<file path="src/design/pad_defines.svh">
// shared width and timing macros for the controller path
// button and dualshock byte widths, autofire rate, core reset hold

`ifndef PAD_DEFINES_SVH
`define PAD_DEFINES_SVH

//////////////////////////////
// widths
//////////////////////////////

`define PAD_BTN_W 8             // NES button byte, R L D U START SELECT B A
`define PAD_DS_W 8              // one DualShock RX byte

//////////////////////////////
// timing
//////////////////////////////

// cycles high, then cycles low, while an autofire button is held
// kept short so a simulation run stays small
`define PAD_AUTOFIRE_HALF 8

// cycles the core stays in reset once sys_resetn is released
`define PAD_RESET_HOLD 255

`endif
</file>
<file path="src/design/nes_port_pkg.sv">
// NES-port-side types
// port count, per-port bit vector for joypad clocks and data lines

`default_nettype none

package nes_port_pkg;

    // two controller ports on the CPU side
    localparam int nes_port_count = 2;

    // port indices into a port_bits_t
    localparam int port_p1 = 0;
    localparam int port_p2 = 1;

    // one bit per port, used for the serial clocks and the data lines
    typedef logic [nes_port_count-1:0] port_bits_t;

endpackage

`default_nettype wire

</file>
<file path="src/design/pad_pkg.sv">
// controller-side types
// NES button byte, DualShock byte, NES bit positions, DualShock bit positions

`default_nettype none

`include "pad_defines.svh"

package pad_pkg;

    typedef logic [`PAD_BTN_W-1:0] nes_buttons_t;   // bit 7..0 = R L D U START SELECT B A
    typedef logic [`PAD_DS_W-1:0] ds_byte_t;        // active low, as received

    // NES button byte bit positions
    typedef enum logic [2:0] {
        btn_a      = 3'd0,
        btn_b      = 3'd1,
        btn_select = 3'd2,
        btn_start  = 3'd3,
        btn_up     = 3'd4,
        btn_down   = 3'd5,
        btn_left   = 3'd6,
        btn_right  = 3'd7
    } pad_btn_e;

    // DualShock byte 0: L D R U St R3 L3 Se (msb first)
    localparam int unsigned ds0_select = 0;
    localparam int unsigned ds0_start  = 3;
    localparam int unsigned ds0_up     = 4;
    localparam int unsigned ds0_right  = 5;
    localparam int unsigned ds0_down   = 6;
    localparam int unsigned ds0_left   = 7;

    // DualShock byte 1: square cross circle triangle R1 L1 R2 L2
    localparam int unsigned ds1_triangle = 4;
    localparam int unsigned ds1_circle   = 5;   // NES A
    localparam int unsigned ds1_cross    = 6;   // NES B
    localparam int unsigned ds1_square   = 7;

endpackage

`default_nettype wire

</file>
<file path="src/design/pad_top.sv">
// pad_top: controller path of the console top level
// two button mappers, joypad shift register, core reset supervisor

`timescale 1ns/1ps
`default_nettype none

module pad_top (
    input  wire                        clk,
    input  wire                        sys_resetn,

    // player 1 sources
    input  pad_pkg::ds_byte_t          i_ds_b0_p1,
    input  pad_pkg::ds_byte_t          i_ds_b1_p1,
    input  pad_pkg::nes_buttons_t      i_usb_btn_p1,
    input  wire                        i_usb_x_p1,
    input  wire                        i_usb_y_p1,
    input  pad_pkg::nes_buttons_t      i_serial_pad_p1,

    // player 2 sources
    input  pad_pkg::ds_byte_t          i_ds_b0_p2,
    input  pad_pkg::ds_byte_t          i_ds_b1_p2,
    input  pad_pkg::nes_buttons_t      i_usb_btn_p2,
    input  wire                        i_usb_x_p2,
    input  wire                        i_usb_y_p2,
    input  pad_pkg::nes_buttons_t      i_serial_pad_p2,

    // NES CPU joypad ports
    input  wire                        i_joypad_strobe,
    input  nes_port_pkg::port_bits_t   i_joypad_clock,
    output nes_port_pkg::port_bits_t   o_joypad_data,

    output wire                        o_core_resetn
);

    import pad_pkg::*;

    nes_buttons_t btn_p1;       // mapped, registered
    nes_buttons_t btn_p2;

    //////////////////////////////
    // button mapping
    //////////////////////////////

    pad_mapper u_map_p1 (
        .clk          (clk),
        .sys_resetn   (sys_resetn),
        .i_ds_b0      (i_ds_b0_p1),
        .i_ds_b1      (i_ds_b1_p1),
        .i_usb_btn    (i_usb_btn_p1),
        .i_serial_pad (i_serial_pad_p1),
        .i_usb_x      (i_usb_x_p1),
        .i_usb_y      (i_usb_y_p1),
        .o_buttons    (btn_p1)
    );

    pad_mapper u_map_p2 (
        .clk          (clk),
        .sys_resetn   (sys_resetn),
        .i_ds_b0      (i_ds_b0_p2),
        .i_ds_b1      (i_ds_b1_p2),
        .i_usb_btn    (i_usb_btn_p2),
        .i_serial_pad (i_serial_pad_p2),
        .i_usb_x      (i_usb_x_p2),
        .i_usb_y      (i_usb_y_p2),
        .o_buttons    (btn_p2)
    );

    //////////////////////////////
    // CPU side and reset
    //////////////////////////////

    joypad_shifter u_shift (
        .clk          (clk),
        .sys_resetn   (sys_resetn),
        .i_buttons_p1 (btn_p1),
        .i_buttons_p2 (btn_p2),
        .i_strobe     (i_joypad_strobe),
        .i_clock      (i_joypad_clock),
        .o_data       (o_joypad_data)
    );

    reset_supervisor u_sup (
        .clk           (clk),
        .sys_resetn    (sys_resetn),
        .i_buttons_p1  (btn_p1),    // hotkey is player 1 only
        .o_core_resetn (o_core_resetn)
    );

endmodule

`default_nettype wire

</file>
<file path="src/design/reset_supervisor.sv">
// reset_supervisor: core reset generation
// power-up hold counter, then Select+Down hotkey reset from player 1

`timescale 1ns/1ps
`default_nettype none

`include "pad_defines.svh"

module reset_supervisor (
    input  wire                    clk,
    input  wire                    sys_resetn,
    input  pad_pkg::nes_buttons_t  i_buttons_p1,   // registered mapper output
    output logic                   o_core_resetn
);

    import pad_pkg::*;

    localparam int hold_w = $clog2(`PAD_RESET_HOLD + 1);

    logic [hold_w-1:0] hold_cnt;
    logic              hotkey;

    // Select + Down, the 8BitDo Home combination
    assign hotkey = i_buttons_p1[btn_select] & i_buttons_p1[btn_down];

    //////////////////////////////
    // hold counter
    //////////////////////////////

    // counts down to zero, output rises on the edge after that
    always_ff @(posedge clk) begin
        if (!sys_resetn) begin
            hold_cnt      <= hold_w'(`PAD_RESET_HOLD - 1);
            o_core_resetn <= 1'b0;
        end else if (hold_cnt != '0) begin
            hold_cnt      <= hold_cnt - 1'b1;
            o_core_resetn <= 1'b0;          // still holding after power-up
        end else begin
            o_core_resetn <= ~hotkey;
        end
    end

endmodule

`default_nettype wire

</file>
<file path="src/design/joypad_shifter.sv">
// joypad_shifter: CPU-side serial joypad ports
// strobe snapshot of both players, falling-edge shift-out per port

`timescale 1ns/1ps
`default_nettype none

`include "pad_defines.svh"

module joypad_shifter (
    input  wire                        clk,
    input  wire                        sys_resetn,
    input  pad_pkg::nes_buttons_t      i_buttons_p1,
    input  pad_pkg::nes_buttons_t      i_buttons_p2,
    input  wire                        i_strobe,        // level, reload while high
    input  nes_port_pkg::port_bits_t   i_clock,         // one serial clock per port
    output nes_port_pkg::port_bits_t   o_data
);

    import pad_pkg::*;
    import nes_port_pkg::*;

    nes_buttons_t [nes_port_count-1:0] load_val;    // snapshot source per port
    nes_buttons_t [nes_port_count-1:0] shift_q;     // bit 0 is on the data line
    port_bits_t                        clk_prev;

    assign load_val[port_p1] = i_buttons_p1;
    assign load_val[port_p2] = i_buttons_p2;

    //////////////////////////////
    // load and shift
    //////////////////////////////

    always_ff @(posedge clk) begin
        if (!sys_resetn) begin
            shift_q  <= '0;
            clk_prev <= '0;
        end else begin
            clk_prev <= i_clock;
            for (int p = 0; p < nes_port_count; p++) begin
                if (i_strobe) begin
                    shift_q[p] <= load_val[p];      // strobe wins over a clock edge
                end else if (clk_prev[p] && !i_clock[p]) begin
                    // next button moves down, zeros fill from the top
                    shift_q[p] <= {1'b0, shift_q[p][`PAD_BTN_W-1:1]};
                end
            end
        end
    end

    // serial data lines
    always_comb begin
        for (int p = 0; p < nes_port_count; p++) begin
            o_data[p] = shift_q[p][0];
        end
    end

endmodule

`default_nettype wire

</file>
<file path="src/design/pad_mapper.sv">
// pad_mapper: one player's controller sources merged into an NES button byte
// DualShock reorder and invert, USB and serial pad OR merge,
// square and triangle autofire generators

`timescale 1ns/1ps
`default_nettype none

`include "pad_defines.svh"

module pad_mapper (
    input  wire                    clk,
    input  wire                    sys_resetn,
    input  pad_pkg::ds_byte_t      i_ds_b0,         // active low
    input  pad_pkg::ds_byte_t      i_ds_b1,         // active low
    input  pad_pkg::nes_buttons_t  i_usb_btn,
    input  pad_pkg::nes_buttons_t  i_serial_pad,
    input  wire                    i_usb_x,
    input  wire                    i_usb_y,
    output pad_pkg::nes_buttons_t  o_buttons
);

    import pad_pkg::*;

    localparam int af_square   = 0;     // drives B
    localparam int af_triangle = 1;     // drives A
    localparam int af_chans    = 2;
    localparam int af_cnt_w    = ($clog2(`PAD_AUTOFIRE_HALF) > 0) ?
                                 $clog2(`PAD_AUTOFIRE_HALF) : 1;

    ds_byte_t      ds0;                 // DualShock bytes, active high
    ds_byte_t      ds1;
    nes_buttons_t  ds_map;
    nes_buttons_t  merged;

    logic [af_chans-1:0] af_hold;
    logic [af_chans-1:0] af_out;

    assign ds0 = ~i_ds_b0;
    assign ds1 = ~i_ds_b1;

    //////////////////////////////
    // autofire
    //////////////////////////////

    assign af_hold[af_square]   = ds1[ds1_square] | i_usb_y;
    assign af_hold[af_triangle] = ds1[ds1_triangle] | i_usb_x;

    for (genvar g = 0; g < af_chans; g++) begin : g_af
        logic [af_cnt_w-1:0] cnt;
        logic                phase;     // 0 = high half, 1 = low half

        always_ff @(posedge clk) begin
            if (!sys_resetn || !af_hold[g]) begin
                cnt   <= '0;            // restart phase on release
                phase <= 1'b0;
            end else if (cnt == af_cnt_w'(`PAD_AUTOFIRE_HALF - 1)) begin
                cnt   <= '0;
                phase <= ~phase;
            end else begin
                cnt <= cnt + 1'b1;
            end
        end

        // high from the first held cycle, so the output register sees it at once
        assign af_out[g] = af_hold[g] & ~phase;
    end

    //////////////////////////////
    // mapping and merge
    //////////////////////////////

    always_comb begin
        ds_map             = '0;
        ds_map[btn_right]  = ds0[ds0_right];
        ds_map[btn_left]   = ds0[ds0_left];
        ds_map[btn_down]   = ds0[ds0_down];
        ds_map[btn_up]     = ds0[ds0_up];
        ds_map[btn_start]  = ds0[ds0_start];
        ds_map[btn_select] = ds0[ds0_select];
        ds_map[btn_b]      = ds1[ds1_cross] | af_out[af_square];
        ds_map[btn_a]      = ds1[ds1_circle] | af_out[af_triangle];
    end

    // any source can press any button
    assign merged = ds_map | i_usb_btn | i_serial_pad;

    always_ff @(posedge clk) begin
        if (!sys_resetn) begin
            o_buttons <= '0;
        end else begin
            o_buttons <= merged;
        end
    end

endmodule

`default_nettype wire

</file>
<file path="config.mk">
export PLATFORM = sky130hd
export DESIGN_NAME = pad_top
export DESIGN_NICKNAME = d
export VERILOG_FILES = /design/src/design/nes_port_pkg.sv /design/src/design/pad_pkg.sv /design/src/design/pad_top.sv /design/src/design/reset_supervisor.sv /design/src/design/joypad_shifter.sv /design/src/design/pad_mapper.sv
export VERILOG_INCLUDE_DIRS = /design/src /design/src/design
export SDC_FILE = /design/constraint.sdc
export NUM_CORES = 1
export LEC_CHECK = 0
export ABC_CLOCK_PERIOD_IN_PS = 1500
export BUFFER_PORTS_ARGS = -buffer_cell sky130_fd_sc_hd__buf_2
export CORE_ASPECT_RATIO = 0.75
export CORE_MARGIN = 5
export CORE_UTILIZATION = 30
export DETAILED_ROUTE_END_ITERATION = 8
export PLACE_DENSITY = 0.58
export SLEW_MARGIN = 20
export SYNTH_ARGS = -nofsm -noshare
export SYNTH_HDL_FRONTEND = slang
export SYNTH_HIERARCHICAL = 1
export SYNTH_SLANG_ARGS = --single-unit
</file>
<file path="constraint.sdc">
create_clock -name clk -period 1.5 [get_ports clk]
set_clock_uncertainty 0.15 [all_clocks]
set_input_delay 0.225 -clock clk [delete_from_list [all_inputs] [get_ports clk]]
set_output_delay 0.225 -clock clk [all_outputs]
set_load 0.005 [all_outputs]
</file>
==> impl_metrics.json, run 1 <==
{
  "dpl-instance-area_sq_um": 2893,
  "port_buffers": 63,
  "cp-startpoint": "u_sup/hold_cnt[4]",
  "cp-start-kind": "flop",
  "cp.arrival_ns": 1.66,
  "rr_endpoint": "u_sup/hold_cnt[1]",
  "io_pins": 76,
  "max_freq_mhz": 648.7,
  "slew-limit-headroom_pct": 72.33,
  "vdd_drop_max_mv": 0.4363,
  "min_period_ns": 1.541,
  "ff2ff_path_depth": 4,
  "post-place-ws_ns": -0.09655,
  "crit_type": "reg -> reg",
  "final_max_slew_viol_count": 0,
  "path_clk_slew_ns": 0.07,
  "crit_required_ns": 1.62,
  "grt_pass1_wl_um": 8907,
  "synthArstFlopShare_pct": 0,
  "cts-htree-levels": 3,
  "gp_congestion": 0.7552,
  "max_slew.worst_pin.slew_ns": 0.4145,
  "clock_path_buffers": 2,
  "hp-class": "in -> reg",
  "synth.avg_cell_area_sq_um": 10.14,
  "timing.rr.start": "u_sup/hold_cnt[4]",
  "initial_core_util_pct": 30.99,
  "power_leakage_uw": 0.001499,
  "path_max_fanout": 4,
  "end_kind": "flop",
  "timing.final.crit_share_pct": 102.8,
  "status": "complete, but fails checks",
  "synth_cell_types": 40,
  "initialDrtViolationCount": 65,
  "row_count": 28,
  "insertion_delay_ns": 0.33,
  "netlist_instances": 242,
  "final_common_cell": "buf_2",
  "via_per_inst": 4.407,
  "syn_area_sq_um": 2454,
  "grt_usage_pct": 11.27,
  "rsz0062_at_grt": "yes",
  "drt_pass1_iterations": 4,
  "drc": 0,
  "powerDensity_nw_per_um2": 1038,
  "postCtsSetupRepairBufs": 0,
  "violations": "setup timing",
  "worstHoldStart": "i_joypad_strobe",
  "hold-worst-slack_ns": 0.04439,
  "cts_buffers": 9,
  "fin_area_sq_um": 3407,
  "wl_per_cell_um": 11.56,
  "antenna_cells": 0,
  "yosysSeqAreaShare_pct": 48.14,
  "routed-via-count": 2001,
  "synth-edff-count": 0,
  "cts.sinks": 59,
  "hold_end": "u_shift/shift_q[7]",
  "antenna_left": 0,
  "grt_pass1_vias": 1973,
  "cts_tree": "yes",
  "setup_ws_ns": -0.04143,
  "holdPathStages": 3,
  "dieArea_sq_um": 10110,
  "clock-root-buffer": "clkbuf_8",
  "ys_ff_latch": 59,
  "r2r_setup_slack_ns": -0.04,
  "finalHoldViolations": 0,
  "drive_gt1_share_pct": 33.81,
  "area_growth_pct": 38.86,
  "die_y_um": 88.32,
  "finalSetupViolCount": 4,
  "maxCapViolCount": 0,
  "final_cell_mix": "buf_2, dfxtp_1, dlygate4sd3_1",
  "dp_hpwl_um": 3621,
  "fin_nets": 427,
  "synth_warnings": 6,
  "synth_flop_cell": "dfxtp_1",
  "power_uw": 3536,
  "core_sq_um": 7918,
  "fp.dieW_um": 114.4,
  "antenna_found_initial": 0,
  "synth_nets": 325,
  "grt_start_max_net_pins": 30,
  "routed_wl_um": 5248,
  "grt.overflow.total": 0
}
==> synthesized netlist by cell type, types with 3 or more instances <==
library cell / count / area, sq um
inv_2: 3 / 11.26
o21ai_1: 6 / 30.03
nand3_1: 4 / 20.02
nand2b_1: 4 / 25.02
nor2_1: 21 / 78.83
nor3_1: 10 / 50.05
nor4_1: 3 / 18.77
dfxtp_1: 59 / 1181
o211ai_1: 5 / 37.54
inv_1: 3 / 11.26
and2_1: 10 / 62.56
xnor2_1: 7 / 61.31
a21oi_1: 14 / 70.07
o21ai_0: 13 / 65.06
buf_6: 6 / 67.56
nand2_1: 4 / 15.01
nor3b_1: 16 / 120.1
ha_1: 10 / 125.1
mux2i_1: 14 / 140.1
==> layout make-up <==
type                            count  area (sq um)
Clock inverter                      5         62.56
Tap cell                          105         131.4
Multi-Input combinational cell    163          1155
Clock buffer                       11         141.4
Timing Repair Buffer              105         708.2
Fill cell                         781          4511
Inverter                            6         22.52
Sequential cell                    59          1186
==> registers in the layout (all words and copies together) (netlist names) <==
signal               cells
u_map_p1/o_buttons       8
u_map_p2/g_af.phase      2
u_sup/hold_cnt           8
u_shift/shift_q         14
u_map_p1/g_af.phase      2
u_map_p2/g_af.cnt        6
u_sup/o_core_resetn      1
u_map_p1/g_af.cnt        6
u_shift/clk_prev         2
u_shift/o_data           2
u_map_p2/o_buttons       8
==> power breakdown <==
group | internal (uW) | switching [uW]
registers | 1660 | 40.2
logic | 227 | 167
clock network | 818 | 625
==> critical path, cell delays in order (launching register included) <==
cell     delay [ns]
dfxtp_2        0.32
or4_4          0.57
buf_6          0.16
o21ai_1        0.16
a21o_1         0.13
==> cell families (layout without fill, tap and decap cells) <==
group,count (synthesis),count (layout),share of synthesized area [%]
AOI/OAI and AO/OA,48,48,11.93
xor gates and xnor gates,7,7,2.499
adders and majority gates,10,10,5.099
buffers and inverters,20,127,6.221
DFF,59,59,48.14
muxes,14,14,5.711
and+or+nand+nor,84,84,20.40
==> metal layers <==
metal,wire length [um],vias to the layer above,global-route usage [%],share of wire [%]
li1,-,1050,-,-
met1,2407,897,13.54,46
met2,2559,48,18.33,49
met3,221,6,3.828,4.2
met4,59,0,5.286,1.1
met5,0,-,0,0
==> how the worst max path moves through the flow <==
stage | end | slack (ns) | cells after the start
CTS | u_sup/o_core_resetn | -0.03 | 3
global route | u_sup/o_core_resetn | -0.1 | 3
floorplan | u_sup/hold_cnt[7] | -0.11 | 4
global placement | u_sup/o_core_resetn | -0.09 | 5
detailed placement | u_sup/o_core_resetn | -0.1 | 5
finish | u_sup/hold_cnt[1] | -0.04 | 4
==> per-stage QoR <==
stage,util (%),TNS (ns),cells
final,43.03,-0.1029,454
after global routing,43.03,-0.6286,454
after CTS,42.95,-0.07337,454
after detailed placement,36.54,-0.5227,410
after global placement,36.54,-0.3746,410
after floorplan,-,-0.1555,242
==> what timing repair did <==
item,in CTS,in global routing
setup endpoints to repair,8,9
gates resized for setup,4,2
pin swaps,3,3
hold buffers,28,0
hold endpoints to repair,16,0
No activity file was read; power rests on OpenSTA's default activity.
==> inputs of run 2 (changes only) <==
--- a/config.mk
+++ b/config.mk
@@ -12,9 +12,8 @@
 export CORE_MARGIN = 5
 export CORE_UTILIZATION = 30
 export DETAILED_ROUTE_END_ITERATION = 8
-export PLACE_DENSITY = 0.58
+export PLACE_DENSITY = 0.59
 export SLEW_MARGIN = 20
 export SYNTH_ARGS = -nofsm -noshare
 export SYNTH_HDL_FRONTEND = slang
-export SYNTH_HIERARCHICAL = 1
 export SYNTH_SLANG_ARGS = --single-unit
==> impl_metrics.json, run 2 <==
{
  "antenna_found_initial": 0,
  "synth_commonest_cells": "dfxtp_1, nor2_1, nor3b_1, a211oi_1, mux2i_1",
  "critPathSlowestCell": "or4_4",
  "rsz0062_at_grt": "yes",
  "path_max_fanout": 3,
  "largest_register_ffs": 14,
  "dp_hpwl_um": 3565,
  "rr_endpoint": "u_sup.hold_cnt[7]",
  "grt_start_max_net_pins": 31,
  "grt.overflow.total": 0,
  "synth_cell_types": 33,
  "max_freq_mhz": 629.8,
  "cts-htree-levels": 3,
  "maxCapViolCount": 0,
  "finalHoldViolations": 0,
  "final_cell_mix": "buf_2, dfxtp_1, nor2_1",
  "worst-path-buf-inv": 0,
  "netlist_instances": 237,
  "cp.arrival_ns": 1.72,
  "yosysTopAreaCell": "dfxtp_1",
  "clock-root-buffer": "clkbuf_8",
  "setup_tns_ns": -0.2642,
  "hp-class": "in -> reg",
  "yosysSeqAreaShare_pct": 50.70,
  "clock_path_buffers": 2,
  "finalSetupViolCount": 6,
  "power_frac_seq_pct": 48.4,
  "internal_power_uw": 2739,
  "core_sq_um": 7466,
  "worstHoldStart": "i_ds_b1_p2[6]",
  "critPathTopFamily": "simple AND/OR/NAND/NOR gates",
  "cts_buffers": 9,
  "grt_usage_pct": 11.59,
  "cp-start-kind": "flop",
  "crit_chain": "or4_4 > or4_4 > nand3_2",
  "io_pins": 76,
  "synth.most_common_cell": "dfxtp_1",
  "powerDensity_nw_per_um2": 1041,
  "routed-via-count": 1988,
  "synth_nets": 320,
  "cp_slowest_stage_delay_ns": 0.55,
  "post-place-ws_ns": -0.1587,
  "p_comb_share_pct": 11.2,
  "die_y_um": 86.32,
  "min_period_ns": 1.588,
  "power_uw": 3521,
  "dpl-instance-area_sq_um": 2845,
  "initialDrtViolationCount": 51,
  "via_per_inst": 4.438,
  "synth.avg_cell_area_sq_um": 9.830,
  "final_common_cell": "buf_2",
  "synthArstFlopShare_pct": 0,
  "ff2ff_path_depth": 3,
  "fp.dieW_um": 111.8,
  "setup_ws_ns": -0.08778,
  "synth_top_area_share_pct": 50.70,
  "p_sw_uw": 781.8,
  "crit_required_ns": 1.63,
  "synthTopCellsByArea": "dfxtp_1, mux2i_1, nor2_1",
  "slew-limit-headroom_pct": 69.39,
  "vdd_drop_max_mv": 0.5204,
  "cts.sinks": 59,
  "crit_top_cell": "or4_4",
  "crit_type": "reg -> reg",
  "grt_pass1_vias": 2015,
  "synth_flop_cell": "dfxtp_1",
  "initial_core_util_pct": 31.20,
  "drive_gt1_share_pct": 30.84,
  "violations": "setup timing",
  "timing.final.crit_share_pct": 105.9,
  "status": "complete, but fails checks",
  "routed_wl_um": 5345,
  "synth_warnings": 0,
  "path_clk_slew_ns": 0.06,
  "end_kind": "flop",
  "wl_per_cell_um": 11.93,
  "port_buffers": 63,
  "synth-edff-count": 0,
  "r2r_setup_slack_ns": -0.09,
  "timing.rr.start": "u_sup.hold_cnt[3]",
  "hold-worst-slack_ns": 0.03506,
  "power_leakage_uw": 0.001509,
  "largest_register": "u_shift.shift_q",
  "swShare_pct": 22.21,
  "hold_end": "u_map_p2.o_buttons[1]",
  "drc": 0,
  "holdPathStages": 3,
  "cts_tree": "yes",
  "ys_ff_latch": 59,
  "dieArea_sq_um": 9646,
  "fin_area_sq_um": 3382,
  "gp_congestion": 0.7679,
  "final_max_slew_viol_count": 0,
  "syn_area_sq_um": 2330,
  "insertion_delay_ns": 0.33,
  "area_growth_pct": 45.17,
  "row_count": 27,
  "clock_power_share_pct": 40.3,
  "grt_pass1_wl_um": 8997,
  "drt_pass1_iterations": 4,
  "antenna_left": 0,
  "fin_nets": 426,
  "max_slew.worst_pin.slew_ns": 0.4592,
  "antenna_cells": 0
}
## run 2: changes by cell type in the layout (fill, tap and decap cells not counted), moves of 3 or more
cell / delta
o21ai_1: -3
buf_4: +3
nor2_1: +15
a211oi_1: +13
o21ai_0: -11
a21oi_1: -10
dfxtp_2: -3
inv_2: -4
nor2b_1: +3
## run 2: kinds of logic after synthesis
group	share of synthesized area, %
compound gates	9.775
xor+xnor	2.632
fa+ha+maj	5.371
buf+inv	3.061
flops	50.70
mux	6.015
simple gates	22.45
## run 2: power by group through the flow
stage               Sequential [uW]  Combinational, uW  Clock (uW)
global route                   1720                444        1530
detailed placement             1740                325           0
global placement               1730                314           0
finish                         1710                395        1420
floorplan                      1730                182           0
CTS                            1700                384        1460
## run 2: worst min-delay path, cell delays in order
cell and delay, ns:
buf_2 0.09, nand2_1 0.05, o21a_1 0.12
## run 2: layer usage
layer / up-vias / wire, um / track usage [%]
met4: 0 / 65 / 5.414
met3: 7 / 267 / 4.187
met1: 904 / 2550 / 14.48
met5: - / 0 / 0
met2: 40 / 2462 / 17.90
li1: 1037 / - / -
## run 2: worst max-delay path by stage
stage / startpoint / end / slack [ns] / cells past startpoint
3_5_place_dp: u_sup.hold_cnt[0] / u_sup.o_core_resetn / -0.16 / 4
3_3_place_gp: u_sup.hold_cnt[0] / u_sup.o_core_resetn / -0.12 / 4
5_1_grt: u_sup.hold_cnt[3] / u_sup.hold_cnt[7] / -0.11 / 3
2_1_floorplan: u_sup.hold_cnt[6] / u_sup.hold_cnt[7] / -0.05 / 3
6_report: u_sup.hold_cnt[3] / u_sup.hold_cnt[7] / -0.09 / 3
4_1_cts: u_sup.hold_cnt[6] / u_sup.hold_cnt[7] / -0.07 / 3
## run 2: final cells by class
class                   instances  area, sq um
fillers                       718         4084
flip-flops and latches         59         1186
multi-input cells             162         1130
repair buffers                107        728.2
clock buffers                  13        158.9
well taps                     101        126.4
clock inverters                 2        35.03
inverters                       4        17.52
## run 2: repair_timing
item                                    CTS  global route
endpoints found under the hold margin    16             0
resized for setup                         8            11
pin swaps                                 1             5
hold buffers                             28             0
setup buffers                             0             1
endpoints found under the setup margin    9             9
## run 2: metrics by stage
step / util [%] / cells
4_1_cts: 44.73 / 447
3_3_place_gp: 38.11 / 404
5_1_grt: 45.30 / 448
2_1_floorplan: - / 237
6_report: 45.30 / 448
3_5_place_dp: 38.11 / 404
==> inputs of run 3 (changes only) <==
--- a/config.mk
+++ b/config.mk
@@ -13,6 +13,7 @@
 export CORE_UTILIZATION = 30
 export DETAILED_ROUTE_END_ITERATION = 8
 export PLACE_DENSITY = 0.59
+export SETUP_SLACK_MARGIN = 0.2
 export SLEW_MARGIN = 20
 export SYNTH_ARGS = -nofsm -noshare
 export SYNTH_HDL_FRONTEND = slang
==> impl_metrics.json, run 3 (synthesis results as in run 2) <==
{
  "status": "complete, but fails checks",
  "violations": "setup timing",
  "powerDensity_nw_per_um2": 1036,
  "ff2ff_path_depth": 3,
  "cts_buffers": 9,
  "gp_congestion": 0.7602,
  "post-place-cells": 403,
  "dieArea_sq_um": 9646,
  "min_period_ns": 1.566,
  "largest_register_ffs": 14,
  "final_cell_mix": "buf_2, dfxtp_1, nor2_1",
  "antenna_left": 0,
  "grt.overflow.total": 0,
  "holdPathStages": 3,
  "cts_tree": "yes",
  "clock-root-buffer": "clkbuf_8",
  "row_count": 27,
  "initialDrtViolationCount": 42,
  "finalSetupViolCount": 7,
  "cp.arrival_ns": 1.69,
  "finalHoldViolations": 0,
  "worstHoldStart": "i_joypad_strobe",
  "grt_usage_pct": 11.58,
  "timing.final.crit_share_pct": 104.4,
  "fillers": 696,
  "path_clk_slew_ns": 0.06,
  "grt_pass1_wl_um": 8990,
  "insertion_delay_ns": 0.33,
  "rsz0062_at_grt": "yes",
  "power_leakage_uw": 0.001498,
  "max_slew.worst_pin.slew_ns": 0.4760,
  "cp_slowest_stage_delay_ns": 0.55,
  "antenna_cells": 0,
  "final_cells": 446,
  "fin_nets": 424,
  "wl_per_cell_um": 11.94,
  "hold-worst-slack_ns": 0.01085,
  "fin_area_sq_um": 3395,
  "antenna_found_initial": 0,
  "initial_core_util_pct": 31.20,
  "grt_start_max_net_pins": 31,
  "maxCapViolCount": 0,
  "routed-via-count": 2016,
  "timing.rr.start": "u_sup.hold_cnt[3]",
  "hp-class": "in -> reg",
  "final_max_slew_viol_count": 0,
  "clock_path_buffers": 2,
  "die_y_um": 86.32,
  "cp-start-kind": "flop",
  "drive_gt1_share_pct": 33.62,
  "largest_register": "u_shift.shift_q",
  "core_sq_um": 7466,
  "r2r_setup_slack_ns": -0.07,
  "dp_hpwl_um": 3499,
  "rr_endpoint": "u_sup.hold_cnt[7]",
  "area_growth_pct": 45.70,
  "max_freq_mhz": 638.6,
  "fp.dieW_um": 111.8,
  "vdd_drop_max_mv": 0.3917,
  "cts-htree-levels": 3,
  "end_kind": "flop",
  "cts.sinks": 59,
  "critPathSlowestCell": "or4_4",
  "drc": 0,
  "crit_type": "reg -> reg",
  "via_per_inst": 4.520,
  "crit_top_cell": "or4_4",
  "path_max_fanout": 4,
  "hold_end": "u_shift.shift_q[7]",
  "worst-path-buf-inv": 0,
  "crit_required_ns": 1.62,
  "drt_pass1_iterations": 4,
  "slew-limit-headroom_pct": 68.23,
  "io_pins": 76,
  "setup_ws_ns": -0.06598,
  "grt_pass1_vias": 2014,
  "critPathTopFamily": "simple AND/OR/NAND/NOR gates",
  "port_buffers": 63,
  "dpl-instance-area_sq_um": 2839,
  "routed_wl_um": 5326,
  "final_common_cell": "buf_2",
  "crit_chain": "or4_4 > or4_4 > nand3_2"
}
[run 3: worst max-delay path by stage]
| stage | from | endpoint | slack (ns) | cells after the start |
|---|---|---|---|---|
| finish | u_sup.hold_cnt[3] | u_sup.hold_cnt[7] | -0.07 | 3 |
| global route | u_sup.hold_cnt[3] | u_sup.hold_cnt[7] | -0.11 | 3 |
| CTS | u_sup.hold_cnt[6] | u_sup.hold_cnt[7] | -0.06 | 3 |
| detailed placement | u_sup.hold_cnt[6] | u_sup.hold_cnt[7] | -0.05 | 3 |
| global placement | u_sup.hold_cnt[6] | u_sup.hold_cnt[3] | -0.04 | 4 |
| floorplan | u_sup.hold_cnt[6] | u_sup.hold_cnt[7] | -0.03 | 3 |
[run 3: per-stage QoR]
step | total power, uW | setup WS [ns] | utilization, % | setup TNS, ns
detailed placement | 2055 | -0.05083 | 38.03 | -0.2863
finish | 3516 | -0.06598 | 45.47 | -0.1177
floorplan | 1908 | -0.03264 | - | -0.03264
global route | 3683 | -0.1114 | 45.47 | -0.5946
global placement | 2048 | -0.03568 | 38.03 | -0.1612
CTS | 3552 | -0.06081 | 44.91 | -0.1410
[run 3: cell type report]
cell class	count	area, sq um	area share, %
Sequential cell	59	1185	34.91
Multi-Input combinational cell	162	1164	34.28
Timing Repair Buffer	105	710.7	20.94
Clock buffer	13	158.9	4.681
Tap cell	101	126.4	3.723
Clock inverter	2	35.03	1.032
Inverter	4	15.01	0.4423
[run 3: power breakdown]
group	total [uW]	switching, uW	internal, uW
Sequential	1710	44.4	1660
Clock	1410	567	847
Combinational	397	163	233
Total	3520	775	2740
[run 3: what timing repair did]
item	4_1_cts	5_1_grt
hold endpoints to repair	15	0
buffers inserted	1	0
gates resized for setup	12	11
pin swaps	2	8
cloned	0	0
hold buffers	27	0
setup endpoints to repair	17	25
[run 3: worst min-delay path, delay by kind of cell]
| kind | cells | cell delay, ns |
|---|---|---|
| buffers and inverters | 1 | 0.11 |
| AND/OR/NAND/NOR | 1 | 0.05 |
| AO/OA/AOI/OAI | 1 | 0.05 |
[run 3: routing by layer]
layer | routed length (um) | track usage [%] | vias up
met2 | 2479 | 17.79 | 49
li1 | - | - | 1035
met4 | 84 | 5.967 | 0
met1 | 2486 | 14.16 | 926
met5 | 0 | 0 | -
met3 | 276 | 4.466 | 6
